$ cat src/verilog/stq_ctrl_pkg.sv
package stq_ctrl_pkg;

  // command opcodes on the input port
  typedef enum logic [2:0] {
    op_store_addr = 3'd0,
    op_store_data = 3'd1,
    op_retire     = 3'd2,
    op_drain      = 3'd3,
    op_flush      = 3'd4,
    op_load_check = 3'd5
  } stq_op_e;

  // per-entry lifecycle where a retired entry always holds data
  typedef enum logic [1:0] {
    st_free    = 2'd0,
    st_addr    = 2'd1,
    st_full    = 2'd2,
    st_retired = 2'd3
  } entry_state_e;

  typedef enum logic [1:0] {
    res_miss     = 2'd0,
    res_forward  = 2'd1,
    res_conflict = 2'd2
  } result_kind_e;

endpackage

$ cat src/verilog/stq_types_pkg.sv
package stq_types_pkg;

  // one command on the input port
  typedef struct packed {
    stq_ctrl_pkg::stq_op_e op;
    logic [31:0]           addr;
    logic [3:0]            mask;
    logic [31:0]           data;
    logic [4:0]            idx;
  } stq_cmd_t;

  // broadcast to every entry
  typedef struct packed {
    logic [31:0] addr;
    logic [3:0]  mask;
    logic [31:0] data;
    logic        ld;
  } entry_cmd_t;

  typedef struct packed {
    stq_ctrl_pkg::result_kind_e kind;
    logic [4:0]                 idx;
    logic [31:0]                data;
  } load_result_t;

endpackage

$ cat src/verilog/stq_cmd_decode.sv
module stq_cmd_decode #(
  parameter int DEPTH  = 8,
  parameter int ADDR_W = 16
) (
  input  logic                       clk,
  input  logic                       rst,
  input  stq_types_pkg::stq_cmd_t    cmd,
  input  logic                       cmd_valid,
  input  logic                       res_pending,
  input  logic                       res_ready,
  input  logic                       head_retired,
  output logic                       cmd_ready,
  output logic [DEPTH-1:0]           alloc_en,
  output logic [DEPTH-1:0]           data_en,
  output logic [DEPTH-1:0]           retire_en,
  output logic [DEPTH-1:0]           free_en,
  output logic                       flush_en,
  output logic                       chk_en,
  output stq_types_pkg::entry_cmd_t  ecmd,
  output logic [$clog2(DEPTH)-1:0]   head
);

  localparam int IDX_W = $clog2(DEPTH);
  localparam int CNT_W = $clog2(DEPTH + 1);

  logic [IDX_W-1:0] tail;
  logic [IDX_W-1:0] rptr;
  logic [CNT_W-1:0] used_cnt;
  logic [CNT_W-1:0] ret_cnt;
  // allocated but not retired
  logic [DEPTH-1:0] pend;
  // data written
  logic [DEPTH-1:0] filled;

  logic             full;
  logic             acc;
  logic [IDX_W-1:0] data_idx;
  logic             data_ok;
  logic             retire_ok;
  logic             do_alloc;
  logic             do_data;
  logic             do_retire;
  logic             do_drain;

  function automatic logic [IDX_W-1:0] next_ptr(input logic [IDX_W-1:0] p);
    return (p == IDX_W'(DEPTH - 1)) ? '0 : p + 1'b1;
  endfunction

  assign full = (used_cnt == CNT_W'(DEPTH));

  always_comb begin
    case (cmd.op)
      stq_ctrl_pkg::op_store_addr: cmd_ready = !full;
      stq_ctrl_pkg::op_load_check: cmd_ready = !res_pending || res_ready;
      stq_ctrl_pkg::op_drain:      cmd_ready = head_retired;
      default:                     cmd_ready = 1'b1;
    endcase
  end

  assign acc = cmd_valid && cmd_ready;

  // data and retire only land on entries in the right state
  assign data_idx  = cmd.idx[IDX_W-1:0];
  assign data_ok   = (int'(cmd.idx) < DEPTH) && pend[data_idx] && !filled[data_idx];
  assign retire_ok = pend[rptr] && filled[rptr];

  assign do_alloc  = acc && (cmd.op == stq_ctrl_pkg::op_store_addr);
  assign do_data   = acc && (cmd.op == stq_ctrl_pkg::op_store_data) && data_ok;
  assign do_retire = acc && (cmd.op == stq_ctrl_pkg::op_retire) && retire_ok;
  assign do_drain  = acc && (cmd.op == stq_ctrl_pkg::op_drain);
  assign flush_en  = acc && (cmd.op == stq_ctrl_pkg::op_flush);
  assign chk_en    = acc && (cmd.op == stq_ctrl_pkg::op_load_check);

  assign alloc_en  = do_alloc  ? DEPTH'(1) << tail     : '0;
  assign data_en   = do_data   ? DEPTH'(1) << data_idx : '0;
  assign retire_en = do_retire ? DEPTH'(1) << rptr     : '0;
  assign free_en   = do_drain  ? DEPTH'(1) << head     : '0;

  always_comb begin
    ecmd.addr = 32'(cmd.addr[ADDR_W-1:0]);
    ecmd.mask = cmd.mask;
    ecmd.data = cmd.data;
    ecmd.ld   = (cmd.op == stq_ctrl_pkg::op_load_check);
  end

  always_ff @(posedge clk) begin
    if (rst) begin
      tail     <= '0;
      rptr     <= '0;
      head     <= '0;
      used_cnt <= '0;
      ret_cnt  <= '0;
      pend     <= '0;
      filled   <= '0;
    end else begin
      if (do_alloc) begin
        tail         <= next_ptr(tail);
        used_cnt     <= used_cnt + 1'b1;
        pend[tail]   <= 1'b1;
        filled[tail] <= 1'b0;
      end
      if (do_data) begin
        filled[data_idx] <= 1'b1;
      end
      if (do_retire) begin
        rptr       <= next_ptr(rptr);
        ret_cnt    <= ret_cnt + 1'b1;
        pend[rptr] <= 1'b0;
      end
      if (do_drain) begin
        head         <= next_ptr(head);
        used_cnt     <= used_cnt - 1'b1;
        ret_cnt      <= ret_cnt - 1'b1;
        filled[head] <= 1'b0;
      end
      // retired entries in head..rptr-1 are the only survivors
      if (flush_en) begin
        tail     <= rptr;
        used_cnt <= ret_cnt;
        pend     <= '0;
        filled   <= filled & ~pend;
      end
    end
  end

endmodule

$ cat src/verilog/stq_entry.sv
module stq_entry #(
  parameter int ADDR_W = 16
) (
  input  logic                          clk,
  input  logic                          rst,
  input  logic                          alloc_en,
  input  logic                          data_en,
  input  logic                          retire_en,
  input  logic                          free_en,
  input  logic                          flush_en,
  input  logic                          chk_en,
  input  stq_types_pkg::entry_cmd_t     ecmd,
  output stq_ctrl_pkg::entry_state_e    state,
  output logic                          match,
  output logic                          partial,
  output logic [31:0]                   data
);

  logic [ADDR_W-1:0] addr_q;
  logic [3:0]        mask_q;
  logic [31:0]       data_q;

  logic live;
  logic has_data;
  logic overlap;
  logic covered;

  always_ff @(posedge clk) begin
    if (rst) begin
      state <= stq_ctrl_pkg::st_free;
    end else if (alloc_en) begin
      state <= stq_ctrl_pkg::st_addr;
    end else if (data_en) begin
      state <= stq_ctrl_pkg::st_full;
    end else if (retire_en) begin
      state <= stq_ctrl_pkg::st_retired;
    end else if (free_en) begin
      state <= stq_ctrl_pkg::st_free;
    end else if (flush_en && state != stq_ctrl_pkg::st_retired) begin
      state <= stq_ctrl_pkg::st_free;
    end
  end

  always_ff @(posedge clk) begin
    if (alloc_en) begin
      addr_q <= ecmd.addr[ADDR_W-1:0];
      mask_q <= ecmd.mask;
    end
    if (data_en) begin
      data_q <= ecmd.data;
    end
  end

  assign live     = (state != stq_ctrl_pkg::st_free);
  assign has_data = (state == stq_ctrl_pkg::st_full) || (state == stq_ctrl_pkg::st_retired);

  // same word and at least one shared byte
  assign overlap = chk_en && ecmd.ld && live &&
                   (addr_q == ecmd.addr[ADDR_W-1:0]) && ((mask_q & ecmd.mask) != 4'b0000);

  // every load byte written by this store
  assign covered = ((ecmd.mask & ~mask_q) == 4'b0000);

  assign match   = overlap && has_data && covered;
  assign partial = overlap && !match;
  assign data    = data_q;

endmodule

$ cat src/verilog/stq_entry_array.sv
module stq_entry_array #(
  parameter int DEPTH  = 8,
  parameter int ADDR_W = 16
) (
  input  logic                        clk,
  input  logic                        rst,
  input  logic [DEPTH-1:0]            alloc_en,
  input  logic [DEPTH-1:0]            data_en,
  input  logic [DEPTH-1:0]            retire_en,
  input  logic [DEPTH-1:0]            free_en,
  input  logic                        flush_en,
  input  logic                        chk_en,
  input  stq_types_pkg::entry_cmd_t   ecmd,
  input  logic [$clog2(DEPTH)-1:0]    head,
  output logic [DEPTH-1:0]            match,
  output logic [DEPTH-1:0]            partial,
  output logic [DEPTH-1:0][31:0]      entry_data,
  output logic                        head_state_retired
);

  stq_ctrl_pkg::entry_state_e state [DEPTH];

  for (genvar i = 0; i < DEPTH; i++) begin : g_entry
    stq_entry #(
      .ADDR_W(ADDR_W)
    ) u_entry (
      .clk      (clk),
      .rst      (rst),
      .alloc_en (alloc_en[i]),
      .data_en  (data_en[i]),
      .retire_en(retire_en[i]),
      .free_en  (free_en[i]),
      .flush_en (flush_en),
      .chk_en   (chk_en),
      .ecmd     (ecmd),
      .state    (state[i]),
      .match    (match[i]),
      .partial  (partial[i]),
      .data     (entry_data[i])
    );
  end

  // drain waits on this
  assign head_state_retired = (state[head] == stq_ctrl_pkg::st_retired);

endmodule

$ cat src/verilog/stq_fwd_select.sv
module stq_fwd_select #(
  parameter int DEPTH = 8
) (
  input  logic                          clk,
  input  logic                          rst,
  input  logic                          chk_en,
  input  logic [DEPTH-1:0]              match,
  input  logic [DEPTH-1:0]              partial,
  input  logic [DEPTH-1:0][31:0]        entry_data,
  input  logic [$clog2(DEPTH)-1:0]      head,
  input  logic                          res_ready,
  output stq_types_pkg::load_result_t   res,
  output logic                          res_valid,
  output logic                          res_pending
);

  stq_types_pkg::load_result_t res_nxt;

  // walk oldest to youngest so a later hit overrides an earlier one
  always_comb begin
    int pos;
    res_nxt.kind = stq_ctrl_pkg::res_miss;
    res_nxt.idx  = '0;
    res_nxt.data = '0;
    for (int d = 0; d < DEPTH; d++) begin
      pos = int'(head) + d;
      if (pos >= DEPTH) begin
        pos = pos - DEPTH;
      end
      if (match[pos]) begin
        res_nxt.kind = stq_ctrl_pkg::res_forward;
        res_nxt.idx  = 5'(pos);
        res_nxt.data = entry_data[pos];
      end else if (partial[pos]) begin
        res_nxt.kind = stq_ctrl_pkg::res_conflict;
        res_nxt.idx  = 5'(pos);
        res_nxt.data = '0;
      end
    end
  end

  // decode holds off a new check while a result is stuck
  always_ff @(posedge clk) begin
    if (rst) begin
      res_valid <= 1'b0;
    end else if (chk_en) begin
      res_valid <= 1'b1;
    end else if (res_ready) begin
      res_valid <= 1'b0;
    end
  end

  always_ff @(posedge clk) begin
    if (chk_en) begin
      res <= res_nxt;
    end
  end

  assign res_pending = res_valid;

endmodule

$ cat src/verilog/store_queue.sv
module store_queue #(
  parameter int DEPTH  = 8,
  parameter int ADDR_W = 16
) (
  input  logic                          clk,
  input  logic                          rst,
  input  stq_types_pkg::stq_cmd_t       cmd,
  input  logic                          cmd_valid,
  output logic                          cmd_ready,
  output stq_types_pkg::load_result_t   res,
  output logic                          res_valid,
  input  logic                          res_ready
);

  logic [DEPTH-1:0]           alloc_en;
  logic [DEPTH-1:0]           data_en;
  logic [DEPTH-1:0]           retire_en;
  logic [DEPTH-1:0]           free_en;
  logic                       flush_en;
  logic                       chk_en;
  stq_types_pkg::entry_cmd_t  ecmd;
  logic [$clog2(DEPTH)-1:0]   head;
  logic                       head_retired;
  logic [DEPTH-1:0]           match;
  logic [DEPTH-1:0]           partial;
  logic [DEPTH-1:0][31:0]     entry_data;
  logic                       res_pending;

  stq_cmd_decode #(
    .DEPTH (DEPTH),
    .ADDR_W(ADDR_W)
  ) u_decode (
    .clk         (clk),
    .rst         (rst),
    .cmd         (cmd),
    .cmd_valid   (cmd_valid),
    .res_pending (res_pending),
    .res_ready   (res_ready),
    .head_retired(head_retired),
    .cmd_ready   (cmd_ready),
    .alloc_en    (alloc_en),
    .data_en     (data_en),
    .retire_en   (retire_en),
    .free_en     (free_en),
    .flush_en    (flush_en),
    .chk_en      (chk_en),
    .ecmd        (ecmd),
    .head        (head)
  );

  stq_entry_array #(
    .DEPTH (DEPTH),
    .ADDR_W(ADDR_W)
  ) u_array (
    .clk               (clk),
    .rst               (rst),
    .alloc_en          (alloc_en),
    .data_en           (data_en),
    .retire_en         (retire_en),
    .free_en           (free_en),
    .flush_en          (flush_en),
    .chk_en            (chk_en),
    .ecmd              (ecmd),
    .head              (head),
    .match             (match),
    .partial           (partial),
    .entry_data        (entry_data),
    .head_state_retired(head_retired)
  );

  stq_fwd_select #(
    .DEPTH(DEPTH)
  ) u_select (
    .clk        (clk),
    .rst        (rst),
    .chk_en     (chk_en),
    .match      (match),
    .partial    (partial),
    .entry_data (entry_data),
    .head       (head),
    .res_ready  (res_ready),
    .res        (res),
    .res_valid  (res_valid),
    .res_pending(res_pending)
  );

endmodule

$ cat config.mk
export PLATFORM = sky130hd
export DESIGN_NAME = store_queue
export DESIGN_NICKNAME = d
export VERILOG_FILES = /design/src/verilog/stq_ctrl_pkg.sv /design/src/verilog/stq_types_pkg.sv /design/src/verilog/stq_cmd_decode.sv /design/src/verilog/stq_entry.sv /design/src/verilog/stq_entry_array.sv /design/src/verilog/stq_fwd_select.sv /design/src/verilog/store_queue.sv
export SDC_FILE = /design/constraint.sdc
export NUM_CORES = 1
export LEC_CHECK = 0
export BUFFER_PORTS_ARGS = -buffer_cell sky130_fd_sc_hd__buf_4
export CORE_MARGIN = 2
export CORE_UTILIZATION = 55
export CTS_CLUSTER_SIZE = 28
export DETAILED_ROUTE_END_ITERATION = 8
export GPL_TIMING_DRIVEN = 0
export PLACE_DENSITY = 0.76
export RECOVER_POWER = 50
export SLEW_MARGIN = 0
export SYNTH_ARGS = -nofsm -noshare
export SYNTH_HDL_FRONTEND = slang
export SYNTH_SLANG_ARGS = --single-unit
$ cat constraint.sdc
create_clock -name clk -period 4.9 [get_ports clk]
set_input_delay 0.49 -clock clk [delete_from_list [all_inputs] [get_ports clk]]
set_output_delay 0.49 -clock clk [all_outputs]
set_load 0.01 [all_outputs]
==> results <==
- The maximum number of buffers from clock root to sink is 3.
- In this run the register-to-register setup slack is -70 ps.
- In this run the count of I/O pins placed on the die edge is 121.
- The kind of end point of the critical path is a flop.
- The max-slew violation count is 8.
- Of the total synthesized cell area, the portion taken by full adders, half adders and majority gates is 0.0128.
- After synthesis, the cell types taking the most area are sky130_fd_sc_hd__edfxtp_1 43%, sky130_fd_sc_hd__mux4_2 19%, sky130_fd_sc_hd__mux2i_1 6.7%.
- Once detail routing completed, the nets flagged for antenna violations numbered 0.
- The total number of clock tree sinks is 505.
- Entering global routing, the biggest net connects 28 pins.
- Data arrives at the worst endpoint at 5370 ps.
- The total track usage is 0.368.
- The initial standard-cell utilization of the core is 0.558.
- The layout net count is 2737.
- The path type of the worst min-delay path is in2reg.
- The largest total area in the synthesized netlist belongs to sky130_fd_sc_hd__edfxtp_1.
- In the routed layout, each cell is associated on average with a via count of 7.59.
- Of the total power, the share spent switching nets is 0.214.
- Counting the fill cells in the layout gives 4297.
- Summing all multi-input logic gate instances after layout gives 16000 um^2.
- In this run the horizontal extent of the chip is 243 um.
- The netlist uses 92 different library cells.
- The last weighted congestion value of the routability-driven placer is 0.963.
- The area growth from synthesis to final layout is 11.9%.
- The number of cells produced by synthesis is 2452.
- Of the total power, combinational logic draws 0.030.
- Data on the critical path is required at its endpoint by 5210 ps.
- The most common flop cell mapped by yosys is sky130_fd_sc_hd__edfxtp_1.
- The final instance area is 35300 um^2.
- The kind of critical path is in2reg.
- Counting I/O delays and the setup requirement, the final critical path takes 5050 ps.
- The total cell area at the placement stage is 33500 um^2.
- The xor and xnor area share after synthesis is 0.0366.
- Summed over all layers, the global routing overflow is 0.
- The cell area that synthesis handed to floorplanning was 31500 um^2.
- The share of synthesized area in the top cell type comes to 0.433.
- The routed layout has 26032 vias.
- The via count of the first global-routing pass is 25765.
- The fraction of the mapped netlist area in compound gates was 0.102.
- The tool flagged a number of max-cap violations equal to 1.
- The iteration-0 DRC count of the detailed router is 4335.
- The total net switching power is 1.97 mW.
- The number of hold violations in the final report was 0.
- The most critical setup path has its startpoint at cmd[45].
- The half-perimeter wire length after detailed placement is 73.8 mm.
- Across the whole layout, storage elements account for 14700 um^2.
- Across the VDD grid, the largest voltage drop is 374 uV.
- Headroom to the max-slew limit came out at -0.0693.
- The number of clock buffers added by TritonCTS is 55.
- Each instance of the synthesized netlist takes up on average 12.9 um^2.
- The run finished, with violations left.
- The portion of total power attributed to sequential cells is 0.512.
- The share of the Yosys chip area taken by registers is 0.465.
- The final reports fail on max-capacitance violations, max-slew violations, negative setup slack.
- The TritonCTS clock tree is done.
- Of all nets on the critical path, the largest fanout is 10.
- Of the total synthesized cell area, the portion taken by AND, OR, NAND and NOR gates is 0.0926.
- The first global-routing pass estimated 163 mm of wire.
- The part of the cycle the worst path needs is 1.03.
- The fraction of final layout cells with drive strength greater than 1 is 0.202.
- The number of flops mapped to enable cells by yosys is 455.
- The row count is 87.
- The die height is 243 um.
- For the pin with the worst max-slew slack, the measured transition is 1580 ps.
- The proportion of power drawn by the clock network is 0.458.
- For this design the static power due to leakage is 11.8 nW.
- The final worst hold slack is 114 ps.
- Dividing the detail-routed wire length by the instance count gives 32.1 um.
- Buffers added to address setup during post-CTS repair amount to 0.
- After synthesis, the share of cell area in mux cells is 0.260.
- The power per cell area is 260 nW/um^2.
- The combinational family with the most area after synthesis is multiplexers.
- The cell with the most instances after synthesis is sky130_fd_sc_hd__edfxtp_1.
- The total area inside the core boundary comes to 56500 um^2.
- The number of detailed-routing iterations run before antenna repair is 7.
- During synthesis, Yosys emitted a total of 0 warnings.
- The design draws 9.19 mW.
- The initial antenna violation count is 6.
- The internal power component is 7.22 mW.
- During placement, the flow inserted port buffers numbering 101.
- The end of the worst register-to-register path is u_select.res[27].
- The worst reg-to-reg path cell count is 14.
- The most critical setup path has its endpoint at u_select.res[27].
- The worst-case clock skew is 37.1 ps.
- The final routed DRC violation total is 0.
- STA classifies the critical path startpoint as an input pin.
- After synthesis the netlist holds a flip-flop and latch count of 505.
- The post-synth net total is 2563.
- The H-tree was split into 2 levels.
- The clock insertion delay at the later pin of the skew report is 660 ps.
- The clock input transition at the sequential cells of the worst setup and hold paths is 60 ps.
- The setup slack of the critical path after layout is -155 ps.
- Based on the critical path, the design can be clocked at up to 198 MHz.
- The startpoint identified for the worst register-to-register timing path is u_array.g_entry[1].u_entry.state[1].
- In the synthesized netlist the async set-or-reset flop fraction comes to 0.
- The number of setup violations in the final report is 16.
- For this block, the routed nets add up to 110 mm of wire.
- The commonest cells after synthesis are 455 x sky130_fd_sc_hd__edfxtp_1, 265 x sky130_fd_sc_hd__mux4_2, 210 x sky130_fd_sc_hd__mux2i_1, 199 x sky130_fd_sc_hd__nand2_1, 124 x sky130_fd_sc_hd__clkbuf_1.
- The die footprint is 59300 um^2.
- The root buffer cell chosen for the clock tree is sky130_fd_sc_hd__clkbuf_16.
## power by group through the flow
| stage | Combinational, mW | Clock, mW | Sequential, mW |
|---|---|---|---|
| after floorplan | 0.132 | 0 | 4.80 |
| after global placement | 0.274 | 0 | 4.80 |
| after detailed placement | 0.288 | 0 | 4.80 |
| after CTS | 0.290 | 4.23 | 4.71 |
| after global routing | 0.294 | 4.39 | 4.71 |
| final | 0.273 | 4.21 | 4.71 |
## per-layer routing
layer / GRT usage / up-vias / share of wire
met2: 0.575 / 2446 / 0.46
met4: 0.195 / 6 / 0.062
met3: 0.115 / 598 / 0.14
met1: 0.463 / 12717 / 0.34
met5: 0 / - / 0.00043
li1: - / 10265 / -
## timing repair
action | 4_1_cts | 5_1_grt
hold buffers | 0 | 0
resized for setup | 81 | 55
gates cloned | 0 | 0
setup endpoints to repair | 39 | 37
pin swaps | 0 | 1
## sequential cells by signal, summed over array words and instances (netlist names)
signal                          cells
u_decode.tail                       3
u_select.res_pending                1
u_select.res                       39
u_decode.pend                       8
u_decode.head                       3
u_decode.used_cnt                   4
u_decode.ret_cnt                    4
u_array.g_entry.u_entry.data      256
u_decode.rptr                       3
u_array.g_entry.u_entry.addr_q    128
u_array.g_entry.u_entry.mask_q     32
u_array.g_entry.u_entry.state      16
u_decode.filled                     8
## critical path: stages
cell	delay, ps
sky130_fd_sc_hd__clkbuf_1	360
sky130_fd_sc_hd__buf_2	370
sky130_fd_sc_hd__xor2_1	130
sky130_fd_sc_hd__nor4_2	520
sky130_fd_sc_hd__nand4_1	300
sky130_fd_sc_hd__nor4_1	690
sky130_fd_sc_hd__mux2_2	310
sky130_fd_sc_hd__o2bb2ai_2	400
sky130_fd_sc_hd__or2_2	310
sky130_fd_sc_hd__mux2i_2	150
sky130_fd_sc_hd__nand2_1	370
sky130_fd_sc_hd__clkbuf_2	390
sky130_fd_sc_hd__o22ai_1	150
sky130_fd_sc_hd__a21oi_1	180
sky130_fd_sc_hd__o21ai_0	220
## cells by family (layout without fill, tap and decap cells)
group / Yosys count / count (layout)
and+or+nand+nor: 592 / 592
DFF: 505 / 505
muxes: 486 / 486
AOI/OAI and AO/OA: 466 / 466
buffers and inverters: 241 / 462
xor gates and xnor gates: 131 / 131
adders and majority gates: 31 / 31
other: 0 / 3
## area by class of cell
type	instances	share of cell area
diodes	3	0.000213
plain buffers	201	0.0280
clock buffers	64	0.0402
clock inverters	40	0.0115
inverters	39	0.00422
multi-input cells	1706	0.454
flip-flops and latches	505	0.415
well taps	756	0.0268
repair buffers	118	0.0193
## layout by cell type (no fill, tap or decap), types with 41 or more instances in the layout
cell,instances
sky130_fd_sc_hd__nor2_1,78
sky130_fd_sc_hd__xor2_1,99
sky130_fd_sc_hd__mux2i_1,209
sky130_fd_sc_hd__mux4_2,265
sky130_fd_sc_hd__nand3_1,98
sky130_fd_sc_hd__clkbuf_2,41
sky130_fd_sc_hd__nor4_1,42
sky130_fd_sc_hd__edfxtp_1,455
sky130_fd_sc_hd__clkbuf_1,176
sky130_fd_sc_hd__o22ai_1,101
sky130_fd_sc_hd__clkbuf_16,55
sky130_fd_sc_hd__nand2_1,199
sky130_fd_sc_hd__o21ai_0,42
sky130_fd_sc_hd__dfxtp_1,48
sky130_fd_sc_hd__a21oi_1,84
## worst min path at each step
| stage | start | end | slack [ps] | cells past startpoint |
|---|---|---|---|---|
| after floorplan | u_decode.ret_cnt[3] | u_decode.ret_cnt[3] | 470 | 2 |
| after global placement | u_select.res_pending | u_select.res_pending | 510 | 2 |
| after detailed placement | u_decode.pend[4] | u_decode.pend[4] | 520 | 2 |
| after CTS | cmd[7] | u_array.g_entry[0].u_entry.data[2] | 60 | 1 |
| after global routing | cmd[39] | u_array.g_entry[1].u_entry.mask_q[2] | 120 | 1 |
| final | cmd[39] | u_array.g_entry[1].u_entry.mask_q[2] | 110 | 1 |
## stage by stage
stage / TNS (ps) / instances / setup slack [ps] / utilization
3_3_place_gp: -358980 / 3309 / -3970 / 0.588
3_5_place_dp: -61860 / 3325 / -1860 / 0.594
5_1_grt: -72.0 / 3432 / -27.6 / 0.625
4_1_cts: 0 / 3428 / 14.0 / 0.629
6_report: -949 / 3432 / -155 / 0.625
2_1_floorplan: 0 / 2452 / 11.1 / -
Power figures use the tool's default switching activity.
